[config.mk]
export PLATFORM = sky130hd
export DESIGN_NAME = particle_record_assembler
export DESIGN_NICKNAME = d
export VERILOG_FILES = /design/src/verilog/md_cell_pkg.sv /design/src/verilog/particle_record_assembler.sv
export SDC_FILE = /design/constraint.sdc
export NUM_CORES = 1
export LEC_CHECK = 0
export BUFFER_PORTS_ARGS = -buffer_cell sky130_fd_sc_hd__buf_4
export CORE_AREA = 2 2 161 163
export CTS_CLUSTER_DIAMETER = 200
export CTS_CLUSTER_SIZE = 20
export DETAILED_ROUTE_END_ITERATION = 10
export DIE_AREA = 0 0 163 165
export PLACE_DENSITY = 0.4
export SETUP_SLACK_MARGIN = 0.5
export SLEW_MARGIN = 20
export SYNTH_ARGS = -nofsm -noshare
export SYNTH_HDL_FRONTEND = slang
export SYNTH_SLANG_ARGS = --single-unit
export TNS_END_PERCENT = 1
[constraint.sdc]
create_clock -name clk -period 1.7 [get_ports clk]
set_input_delay 0.34 -clock clk [delete_from_list [all_inputs] [get_ports clk]]
set_output_delay 0.34 -clock clk [all_outputs]
set_load 0.005 [all_outputs]
[src/verilog/md_cell_pkg.sv]
// MD cell store package with the coordinate, address, broadcast and record types
`default_nettype none

package md_cell_pkg;

	//////////////////////////////
	// Scalar types
	//////////////////////////////

	// Fixed-point coordinate or velocity component
	typedef logic [31:0] coord_t;

	// One axis index of a cell in the grid
	typedef logic [3:0] cell_id_t;

	// Word address inside one cell bank
	// Address 0 holds the particle count, particles start at 1
	typedef logic [7:0] particle_addr_t;

	//////////////////////////////
	// Packed structs
	//////////////////////////////

	// Three components, z on top, 96 bits
	typedef struct packed
	{
		coord_t z;
		coord_t y;
		coord_t x;
	} vec3_t;

	// Cell address, x on top, 12 bits
	typedef struct packed
	{
		cell_id_t x;
		cell_id_t y;
		cell_id_t z;
	} cell_addr_t;

	// One moved particle on the broadcast bus, 204 bits
	typedef struct packed
	{
		vec3_t pos;
		vec3_t vel;
		cell_addr_t dst;
	} broadcast_t;

	// Assembled readout of one cell address, 202 bits
	typedef struct packed
	{
		particle_addr_t addr;
		logic in_range;
		logic count;
		vec3_t pos;
		vec3_t vel;
	} particle_record_t;

	// Cache control FSM
	typedef enum logic [1:0]
	{
		idle,
		collect,
		write_count,
		swap
	} cache_state_t;

endpackage

`default_nettype wire

[src/verilog/particle_record_assembler.sv]
// Record assembler that merges position and velocity readouts and flags valid particles
`timescale 1ns/1ns
`default_nettype none

module particle_record_assembler
#(
	parameter int PARTICLE_NUM = 220
)
(
	input wire clk,
	input wire rst,
	input wire rd_en,
	input wire md_cell_pkg::particle_addr_t rd_addr,
	input wire md_cell_pkg::vec3_t pos_data,
	input wire md_cell_pkg::vec3_t vel_data,
	input wire md_cell_pkg::particle_addr_t rd_count,
	output logic rec_valid,
	output md_cell_pkg::particle_record_t rec
);

	//////////////////////////////
	// Request pipeline
	//////////////////////////////

	// Stage 1 matches the RAM address register
	logic v1;
	md_cell_pkg::particle_addr_t a1;
	md_cell_pkg::particle_addr_t c1;
	// Stage 2 matches the RAM output register
	md_cell_pkg::particle_addr_t a2;
	md_cell_pkg::particle_addr_t c2;

	always_ff @(posedge clk)
	begin
		if (rst)
		begin
			v1 <= 1'b0;
			rec_valid <= 1'b0;
		end
		else
		begin
			v1 <= rd_en;
			rec_valid <= v1;
		end
	end

	// Count taken at request time, so it matches the bank that was read
	always_ff @(posedge clk)
	begin
		a1 <= rd_addr;
		c1 <= rd_count;
		a2 <= a1;
		c2 <= c1;
	end

	//////////////////////////////
	// Record packing
	//////////////////////////////

	always_comb
	begin
		rec.addr = a2;
		rec.count = (a2 == '0);
		// Real particle: past the count word, within count and bank depth
		rec.in_range = (a2 != '0) && (a2 <= c2) && (a2 <= PARTICLE_NUM);
		rec.pos = pos_data;
		rec.vel = vel_data;
	end

	// Both caches see the same arrivals, so their counts agree
	a_count_words_agree: assert property (@(posedge clk) disable iff (rst)
		(rec_valid && rec.count) |->
		(md_cell_pkg::particle_addr_t'(pos_data.x) == md_cell_pkg::particle_addr_t'(vel_data.x)))
		else $error("position and velocity counts differ");

endmodule

`default_nettype wire
# Yosys cells after proc, flatten, opt, wreduce, memory -nomap -nowiden

Cells that the tools add are included.

$lt $le $gt $ge: 2
Reductions and logical operators: 4

Operator list:

| kind                                       | number |
|---|---|
| <= comparator 8 bit                        | 1 |
| <= comparator 8 bit, second input constant | 1 |
| logical NOT 8 bit                          | 1 |
| nonzero test 8 bit                         | 1 |
| logical AND 1 bit                          | 2 |

Word-level logic and storage cells: 12
Bits of input ports: 211
Output and inout port bits: 203
Register bits: 34

# Logic depth before layout (Yosys ltp)

Gate-level depths: netlist (run 1).

Word-level depth: 3
Depth in mapped cells: 6
Gate-level depth less buffers: 6

# Least setup slack after synthesis (run 1)

OpenSTA, ideal clock, no wires.

Kind: reg2out
Start point: register a2[5]
End point: output port rec[193] (netlist bit)
Path buffers: 0
Arrival: 1.330 ns
Data required time: 1.360 ns
Setup slack: 0.030 ns
Cell stages (with the launch flop): 4
Path through: dfxtp_1 -> or4_4 -> nor4_4 -> and4b_1

RTL lines:

| element                | line                            | RTL |
|---|---|---|
| start, declared        | particle_record_assembler.sv:30 | `md_cell_pkg::particle_addr_t a2;` |
| start signal, assigned | particle_record_assembler.sv:52 | `a2 <= a1;` |
| end, declared          | particle_record_assembler.sv:18 | `output md_cell_pkg::particle_record_t rec` |

==> results of run 1 <==
[area by class of cell]
type / instances / area, um2 / area share (%)
clock buffers: 7 / 143 / 7.70
multi-input cells: 28 / 270 / 14.6
clock inverters: 1 / 5.00 / 0.270
repair buffers: 36 / 297 / 16.0
flip-flops and latches: 34 / 694 / 37.5
inverters: 8 / 30.0 / 1.62
well taps: 330 / 413 / 22.3
[through the flow]
step           power (uW)  cells  hold WS (ns)  util [%]  setup slack (ns)
6_report             1870    444         0.165      7.40            -0.317
5_1_grt              1950    444         0.157      7.40            -0.400
4_1_cts              1890    444         0.162      7.28            -0.335
3_5_place_dp          997    436         0.312      6.55           -0.0542
3_3_place_gp          996    436         0.311      6.55           -0.0468
2_1_floorplan        1280    262         0.310         -             0.114
[sequential cells by signal (all words and copies together), names as in the netlist]
signal	count
a2	8
c1	8
c2	8
a1	8
v1	1
rec_valid	1
[placed cells by master, fill, tap and decap left out]
| cell type | Yosys | layout |
|---|---|---|
| or4_4 | 1 | 1 |
| nor2_1 | 1 | 1 |
| nand4_1 | 2 | 2 |
| ha_4 | 0 | 2 |
| clkinv_2 | 0 | 1 |
| and4b_1 | 1 | 1 |
| dfxtp_4 | 0 | 1 |
| nand3_1 | 1 | 1 |
| o211ai_1 | 1 | 1 |
| dfxtp_1 | 34 | 25 |
| nand2_1 | 1 | 1 |
| or2_1 | 1 | 1 |
| nor4_4 | 1 | 1 |
| clkbuf_16 | 0 | 5 |
| clkbuf_8 | 0 | 1 |
| a41o_2 | 1 | 1 |
| ha_1 | 8 | 6 |
| o21ai_0 | 2 | 2 |
| buf_6 | 0 | 7 |
| inv_2 | 0 | 1 |
| nor2b_1 | 3 | 3 |
| a211o_1 | 1 | 1 |
| clkbuf_1 | 0 | 1 |
| a21oi_1 | 3 | 3 |
| inv_1 | 8 | 7 |
| buf_4 | 192 | 29 |
| dfxtp_2 | 0 | 8 |
[repair_timing]
action | in CTS | in global routing
setup buffers | 0 | 0
setup endpoints to repair | 8 | 9
pin swaps | 2 | 1
cloned | 0 | 0
gates resized for setup | 9 | 10
[logic make-up after synthesis]
kind of cell,count (synthesis)
flops,34
simple gates,12
compound gates,8
fa+ha+maj,8
buf+inv,200
[final timing paths]
| path | cells after the start | from | end | slack, ns |
|---|---|---|---|---|
| hold reg to reg | 0 | a1[1] | a2[1] | 0.32 |
| setup reg to reg | 1 | v1 | rec_valid | 1.19 |
| setup / recovery | 6 | a2[1] | rec[193] | -0.32 |
| hold / removal | 1 | rd_count[6] | c1[6] | 0.16 |
[worst max-delay path, cell delays in order (launching register included)]
cell and delay (ns):
dfxtp_4 0.35, ha_4 0.25, nor2b_1 0.12, o211ai_1 0.09, a211o_1 0.26, and4b_1 0.20, buf_4 0.13
[per-layer routing]
metal  vias up  share of wire, %
met5         -              0.71
met4         2               8.2
met3        61                34
met2       227                38
met1       360                19
li1        320                 -
[where the power goes]
part           internal, uW  switching, uW
clock                   579            300
sequential              843           18.4
combinational          83.8           46.5
==> impl_results.md, run 1 <==
- Status: complete, but fails checks
- Failing checks: setup timing
- Setup TNS: -0.506 ns
- CP Capture Type: output port
- Global-route wire length before repair: 9380 um
- # diodes: 0
- GR Util met3: 9.02%
- Largest net degree at the start of global routing: 11
- Vias in the first global route: 1103
- DRT antenna net count: 0
- Number of fill cells: 2930
- Overflow after GRT: 0
- Leakage: 0.000685 uW
- HPWL after detailed placement: 7000 um
- Clock Skew: 0.00120 ns
- Max-Cap Viols: 0
- Initial drt markers: 19
- Vias per Instance: 2.18
- Pwr dens: 1010 nW/um2
- Crit Path Max Fanout: 3
- Post-Synth Adder-Cell Area: 4.18%
- Largest family of logic cells by synthesized area: buffers and inverters
- Data required, critical path: 1.36 ns
- Die Y: 165 um
- Synthesized area: 2400 um2
- Hold Crit Class: in2reg
- Clock tree sinks: 34
- RSZ-0062 raised after global routing: yes
- Max Freq: 496 MHz
- Post-synth top cells: buf_4 (192), dfxtp_1 (34), ha_1 (8), inv_1 (8)
- Mux cell area share after synthesis: 0%
- Clk_lat worst skew: 0.27 ns
- Top cells by area, synth: buf_4 (60%), dfxtp_1 (28%), ha_1 (4.2%), inv_1 (1.3%), nor4_4 (0.89%)
- Sequential area share after synthesis: 28.4%
- Critical path class: reg2out
- Deepest clock path buffer count: 2
- Met1 GRT Util: 2.78%
- DR WL/cell: 18.4 um
- Initial antenna violation count: 0
- Top-count cell post-synth: buf_4
- Die X: 163 um
- Drt first pass iters: 3
- Starting Density: 9.58%
- IO buf count: 29
- Top-area cell type share of the netlist area: 60.1%
- Post-Syn Nets: 481
- EDFF count, synth: 0
- Number of max-slew violations in the final report: 0
- Avg Cell Area, Syn: 9.15 um2
- Simple-Gate Fraction of Synth Area: 3.86%
- CTS Hold Bufs: 0
- Total die area: 26900 um2
- Worst Tran Pin Value: 0.218 ns
- Fin worst setup slack: -0.317 ns
- GRT Overall Usage: 5.46%
- Final min period: 2.02 ns
- Gr busiest metal: met3
- Post-synth cell types: 18
- Cell Area, Placed: 1640 um2
- H-tree depth: 2
- Residual DRC: 0
- IR drop worst, VDD: 0.000904 V
- Met2 usage: 6.59%
- Yosys warnings: 0
- Final WL: 8170 um
- Vias: 970
- Area grow syn2layout: -22.8%
- Layout cells sized above 1: 50.9%
- Finished Cell Area: 1850 um2
- Critical Path Start Type: flip-flop
- Num ports: 414
- Nets@finish: 332
- FP Rows: 58
- Async SR Flop Fraction: 0%
- Core area: 25000 um2
- Yosys reg bits: 34
- Synth Area in Compound Gates: 2.19%
- Largest area contributor in the netlist: buf_4
- Post-Synthesis Cells: 262
- CTS tree: yes
- Top FF cell, synth: dfxtp_1
- Max_slew headroom: 85.4%
- Crit path DAT: 1.68 ns
- Synth Area in XOR/XNOR: 0%
- Final Hold Vio Count: 0
- Tcrit/Tclk final: 119%
- Root buf cell: clkbuf_16
- CTS buffer count: 5
- Worst-path clk slew: 0.05 ns
- # setup viols final: 2
- RePlAce Congestion: 0.576
Note: power is estimated with default switching activity, not from simulation.
==> inputs of run 2 (changes only) <==
--- a/config.mk
+++ b/config.mk
@@ -11,6 +11,7 @@
 export CTS_CLUSTER_SIZE = 20
 export DETAILED_ROUTE_END_ITERATION = 10
 export DIE_AREA = 0 0 163 165
+export MAX_ROUTING_LAYER = met4
 export PLACE_DENSITY = 0.4
 export SETUP_SLACK_MARGIN = 0.5
 export SLEW_MARGIN = 20
==> constraint.sdc (replaced) <==
create_clock -name clk -period 1.7 [get_ports clk]
set_input_delay 0.17 -clock clk [delete_from_list [all_inputs] [get_ports clk]]
set_output_delay 0.17 -clock clk [all_outputs]
set_load 0.005 [all_outputs]
==> impl_results.md, run 2 (same netlist as run 1, synthesis figures left out) <==
- GRT Overall Usage: 5.62%
- Max_slew headroom: 86.4%
- Number of max-slew violations in the final report: 0
- HPWL after detailed placement: 6930 um
- Worst r2r src: v1
- Drt first pass iters: 3
- Most frequent cells in the layout: buf_4 (32), dfxtp_1 (26), dlygate4sd3_1 (16)
- CTS buffer count: 5
- Number of fill cells: 2906
- Tcrit/Tclk final: 109%
- Crit Path Max Fanout: 4
- Fin worst setup slack: -0.155 ns
- FP Rows: 58
- RePlAce Congestion: 0.633
- DRT antenna net count: 0
- Initial antenna violation count: 0
- Slowest cell on crit path: or4_4
- Die X: 163 um
- Inst Count DP: 430
- Deepest clock path buffer count: 2
- Status: complete, but fails checks
- Residual DRC: 0
- Reg2Reg Capture Point: rec_valid
- Hold Crit Class: in2reg
- Largest net degree at the start of global routing: 11
- Final min period: 1.86 ns
- Max-Cap Viols: 0
- Core area: 25000 um2
- Critical Path Start Type: flip-flop
- CTS tree: yes
- Setup TNS: -0.155 ns
- Vias per Instance: 2.24
- Fin util: 8.16%
- Clock tree sinks: 34
- Leakage: 0.000739 uW
- Final non-filler cell total: 456
- IO buf count: 29
- Tot Pwr: 1990 uW
- Pwr dens: 973 nW/um2
- Vias in the first global route: 1093
- CP Capture Type: output port
- # setup viols final: 1
- Combined area of the multi-input logic cells: 340 um2
- RSZ-0062 raised after global routing: yes
- Leading cell type in the layout, fill and taps excluded: buf_4
- Max Freq: 539 MHz
- Setup crit end: rec[193]
- Overflow after GRT: 0
- Global-route wire length before repair: 9560 um
- Root buf cell: clkbuf_16
- Final Hold Vio Count: 0
- Register Area: 693 um2
- Worst-path clk slew: 0.05 ns
- Worst Tran Pin Value: 0.202 ns
- Failing checks: setup timing
- Area grow syn2layout: -14.8%
- # diodes: 0
- Clk_lat worst skew: 0.27 ns
- IR drop worst, VDD: 0.000943 V
- Data required, critical path: 1.53 ns
- Num ports: 414
- Crit path DAT: 1.69 ns
- Critical path class: reg2out
- Vias: 1022
- Initial drt markers: 20
- Nets@finish: 344
- Origin of the worst setup path: a2[3]
- Crit path cell chain: or4_4 -> nor4_4 -> and4b_1 -> buf_4
- DR WL/cell: 18.3 um
- Starting Density: 9.58%
- Reg2reg path depth: 1
- WHS: 0.0566 ns
- R2r setup slk: 1.20 ns
- Total die area: 26900 um2
- H-tree depth: 2
- Layout cells sized above 1: 47.6%
- Worst path max stage delay: 0.55 ns
- Clock Skew: 0.00162 ns
- Final WL: 8320 um
- Die Y: 165 um
run 2: worst min-delay path by stage:
stage                    start        end  slack (ns)  cells past startpoint
finish                     rst  rec_valid        0.06                      2
global route               rst  rec_valid        0.06                      2
CTS                        rst  rec_valid        0.05                      2
detailed placement  rd_addr[7]      a1[7]        0.28                      1
global placement    rd_addr[4]      a1[4]        0.27                      1
floorplan           rd_addr[0]      a1[0]        0.20                      0
run 2: timing repair:
item                                    in CTS  in global routing
resized for setup                            2                 15
hold buffers                                16                  0
pin swaps                                    0                  6
hold endpoints to repair                    16                  0
endpoints found under the setup margin       2                  2
buffers inserted                             0                  2
run 2: area by class of cell:
class | count | share of cell area (%)
inverters | 8 | 1.47
multi-input cells | 28 | 16.7
well taps | 330 | 20.2
repair buffers | 48 | 19.6
flip-flops and latches | 34 | 33.9
clock buffers | 8 | 8.14
run 2: through the flow:
step	cell area (um2)	setup slack, ns
global placement	1600	0.0865
floorplan	2400	0.284
finish	2040	-0.155
detailed placement	1600	0.0813
global route	2040	-0.229
CTS	1920	-0.171
run 2: layer usage:
| metal | GRT usage [%] | wire [um] |
|---|---|---|
| met1 | 2.60 | 1430 |
| met2 | 6.76 | 3310 |
| met3 | 9.44 | 2920 |
| met4 | 5.11 | 667 |
| met5 | - | 0 |
run 2: where the power goes:
part / internal [uW] / switching, uW
registers: 843 / 20.8
logic: 111 / 56.1
clock network: 661 / 295
run 2: worst max-delay path: cells and delay by family (launching register included):
kind	cells	cell delay, ns
buf+inv	1	0.13
flops	1	0.35
simple gates	3	0.92
==> inputs of run 3 (changes only) <==
--- a/config.mk
+++ b/config.mk
@@ -5,12 +5,13 @@
 export SDC_FILE = /design/constraint.sdc
 export NUM_CORES = 1
 export LEC_CHECK = 0
+export ABC_AREA = 1
 export BUFFER_PORTS_ARGS = -buffer_cell sky130_fd_sc_hd__buf_4
-export CORE_AREA = 2 2 161 163
+export CORE_AREA = 2 2 162 164
 export CTS_CLUSTER_DIAMETER = 200
 export CTS_CLUSTER_SIZE = 20
 export DETAILED_ROUTE_END_ITERATION = 10
-export DIE_AREA = 0 0 163 165
+export DIE_AREA = 0 0 164 166
 export MAX_ROUTING_LAYER = met4
 export PLACE_DENSITY = 0.4
 export SETUP_SLACK_MARGIN = 0.5
==> impl_results.md, run 3 <==
- H-tree depth: 2
- Drt first pass iters: 4
- R2r setup slk: 1.23 ns
- Worst r2r src: v1
- Global-route wire length before repair: 10200 um
- Top FF cell, synth: dfxtp_1
- Clk_lat worst skew: 0.27 ns
- Root buf cell: clkbuf_16
- Vias per Instance: 2.24
- Crit path buf inv count: 1
- Starting Density: 9.45%
- Sequential area share after synthesis: 28.1%
- Die Y: 166 um
- Number of fill cells: 2966
- Vias: 1068
- DR WL/cell: 17.6 um
- Residual DRC: 0
- Final WL: 8370 um
- Worst-path clk slew: 0.05 ns
- # setup viols final: 0
- Slowest cell on crit path: dfxtp_4
- Leading cell type in the layout, fill and taps excluded: buf_4
- Die X: 164 um
- Overflow after GRT: 0
- Synth Area in Compound Gates: 1.29%
- Mux cell area share after synthesis: 0%
- IO buf count: 29
- FP Rows: 59
- Crit Path Max Fanout: 2
- Core area: 25600 um2
- Clock tree sinks: 34
- Simple-Gate Fraction of Synth Area: 4.75%
- Initial antenna violation count: 0
- Crit path DAT: 1.44 ns
- Inst Count DP: 449
- Pwr dens: 932 nW/um2
- Yosys warnings: 0
- Nets@finish: 359
- CTS buffer count: 5
- Reg2Reg Capture Point: rec_valid
- Worst Hold Path EP: rec_valid
- EDFF count, synth: 0
- Deepest clock path buffer count: 2
- Worst Tran Pin Value: 0.141 ns
- Post-Syn Nets: 496
- RePlAce Congestion: 0.674
- Worst path max stage delay: 0.35 ns
- Top-area cell type share of the netlist area: 59.5%
- Most frequent cells in the layout: buf_4 (32), dfxtp_1 (23), dlygate4sd3_1 (16)
- Setup TNS: 0 ns
- Layout cells sized above 1: 51.8%
- Top cells by area, synth: buf_4 (60%), dfxtp_1 (28%), ha_1 (4.1%), inv_1 (2.0%), nand2_1 (1.4%)
- DRT antenna net count: 0
- Max-Cap Viols: 0
- Vias in the first global route: 1181
- IR drop worst, VDD: 0.000894 V
- Initial drt markers: 15
- Async SR Flop Fraction: 0%
- Post-synth top cells: buf_4 (192), dfxtp_1 (34), inv_1 (13)
- Largest net degree at the start of global routing: 11
- Register Area: 702 um2
- Synthesized area: 2420 um2
- Number of max-slew violations in the final report: 0
- Tcrit/Tclk final: 94.7%
- Final min period: 1.61 ns
- # diodes: 0
- Max Freq: 621 MHz
- Hold Crit Class: in2reg
- Avg Cell Area, Syn: 8.74 um2
- Combined area of the multi-input logic cells: 349 um2
- CP top delay family: flip-flops
- CTS tree: yes
- Crit path cell chain: ha_4 -> a21oi_2 -> nor2_1 -> nor2_1 -> nand2_1 -> a21oi_2 -> buf_4
- Leakage: 0.000784 uW
- Hold path depth: 2
- HPWL after detailed placement: 7230 um
- Reg2reg path depth: 2
- Critical Path Start Type: flip-flop
- Critical path class: reg2out
- Largest area contributor in the netlist: buf_4
- Status: finished, final reports clean
- Post-synth cell types: 17
- Tot Pwr: 1930 uW
- GRT Overall Usage: 5.87%
- Clock Skew: 0.00354 ns
- Final non-filler cell total: 476
- Yosys reg bits: 34
- Synth Area in XOR/XNOR: 0%
- CP Capture Type: output port
- Data required, critical path: 1.53 ns
- Largest family of logic cells by synthesized area: buffers and inverters
- Post-Synth Adder-Cell Area: 4.13%
- Num ports: 414
- Area grow syn2layout: -14.5%
- RSZ-0062 raised after global routing: yes
- Total die area: 27200 um2
- Final Hold Vio Count: 0
- Hold Startpoint: rst
- Top-count cell post-synth: buf_4
- Post-Synthesis Cells: 277
- Max_slew headroom: 90.6%
run 3: cell types whose count changed in the layout (fill, tap and decap cells not counted), moves of 3 or more:
cell,previous run,this run
nor2_1,1,9
nand2_2,0,4
a21oi_1,3,0
a21oi_2,0,3
inv_2,1,6
dfxtp_1,26,23
nand2_1,1,6
run 3: repair_timing:
action,CTS,global route
endpoints found under the hold margin,15,1
resized for setup,21,9
pin swaps,10,4
endpoints found under the setup margin,2,2
buffers inserted,2,1
hold buffers,15,1
run 3: cell families (layout without fill, tap and decap cells):
group	count (synthesis)	in the layout
buffers and inverters	206	70
adders and majority gates	8	8
DFF	34	34
and+or+nand+nor	24	24
AOI/OAI and AO/OA	5	5
run 3: final cells by class:
type / instances / share of cell area [%]
Clock buffer: 7 / 6.89
Clock inverter: 1 / 0.242
Inverter: 14 / 2.54
Multi-Input combinational cell: 37 / 16.9
Sequential cell: 34 / 33.9
Tap cell: 335 / 20.2
Timing Repair Buffer: 48 / 19.3
run 3: per-stage QoR:
| stage | utilization, % | hold slack, ns | setup slack (ns) | cell area [um2] |
|---|---|---|---|---|
| after floorplan | - | 0.198 | 0.479 | 2420 |
| after global placement | 6.32 | 0.275 | 0.261 | 1620 |
| after detailed placement | 6.32 | 0.276 | 0.294 | 1620 |
| after CTS | 7.95 | 0.00128 | 0.0928 | 2040 |
| after global routing | 8.08 | 0.0670 | 0.00657 | 2070 |
| final | 8.08 | 0.0537 | 0.0907 | 2070 |
run 3: worst max-delay path by stage:
stage	endpoint	cells past startpoint	slack, ns	startpoint
4_1_cts	rec[193]	7	0.09	a2[5]
3_5_place_dp	rec[193]	9	0.29	a2[1]
2_1_floorplan	rec[193]	7	0.48	c2[5]
5_1_grt	rec[193]	10	0.007	c2[1]
6_report	rec[193]	7	0.09	a2[5]
3_3_place_gp	rec[193]	9	0.26	a2[1]
run 3: per-layer routing:
layer / GRT usage (%) / part of all wire [%] / vias to the layer above
met5: - / 0 / -
met3: 8.72 / 33 / 62
met2: 6.34 / 34 / 220
met4: 5.15 / 8.3 / 0
met1: 4.04 / 24 / 414
li1: - / - / 372
run 3: where the power goes:
part	internal (uW)	leakage (uW)	total, uW	switching, uW
registers	842	0.000288	865	23.5
clock network	579	0.0000739	882	303
logic	116	0.000422	183	66.8
total	1540	0.000784	1930	393
run 3: worst register-to-register path, stage by stage (launching register included):
cell     delay [ns]
dfxtp_1        0.30
inv_1          0.04
nor2_1         0.03
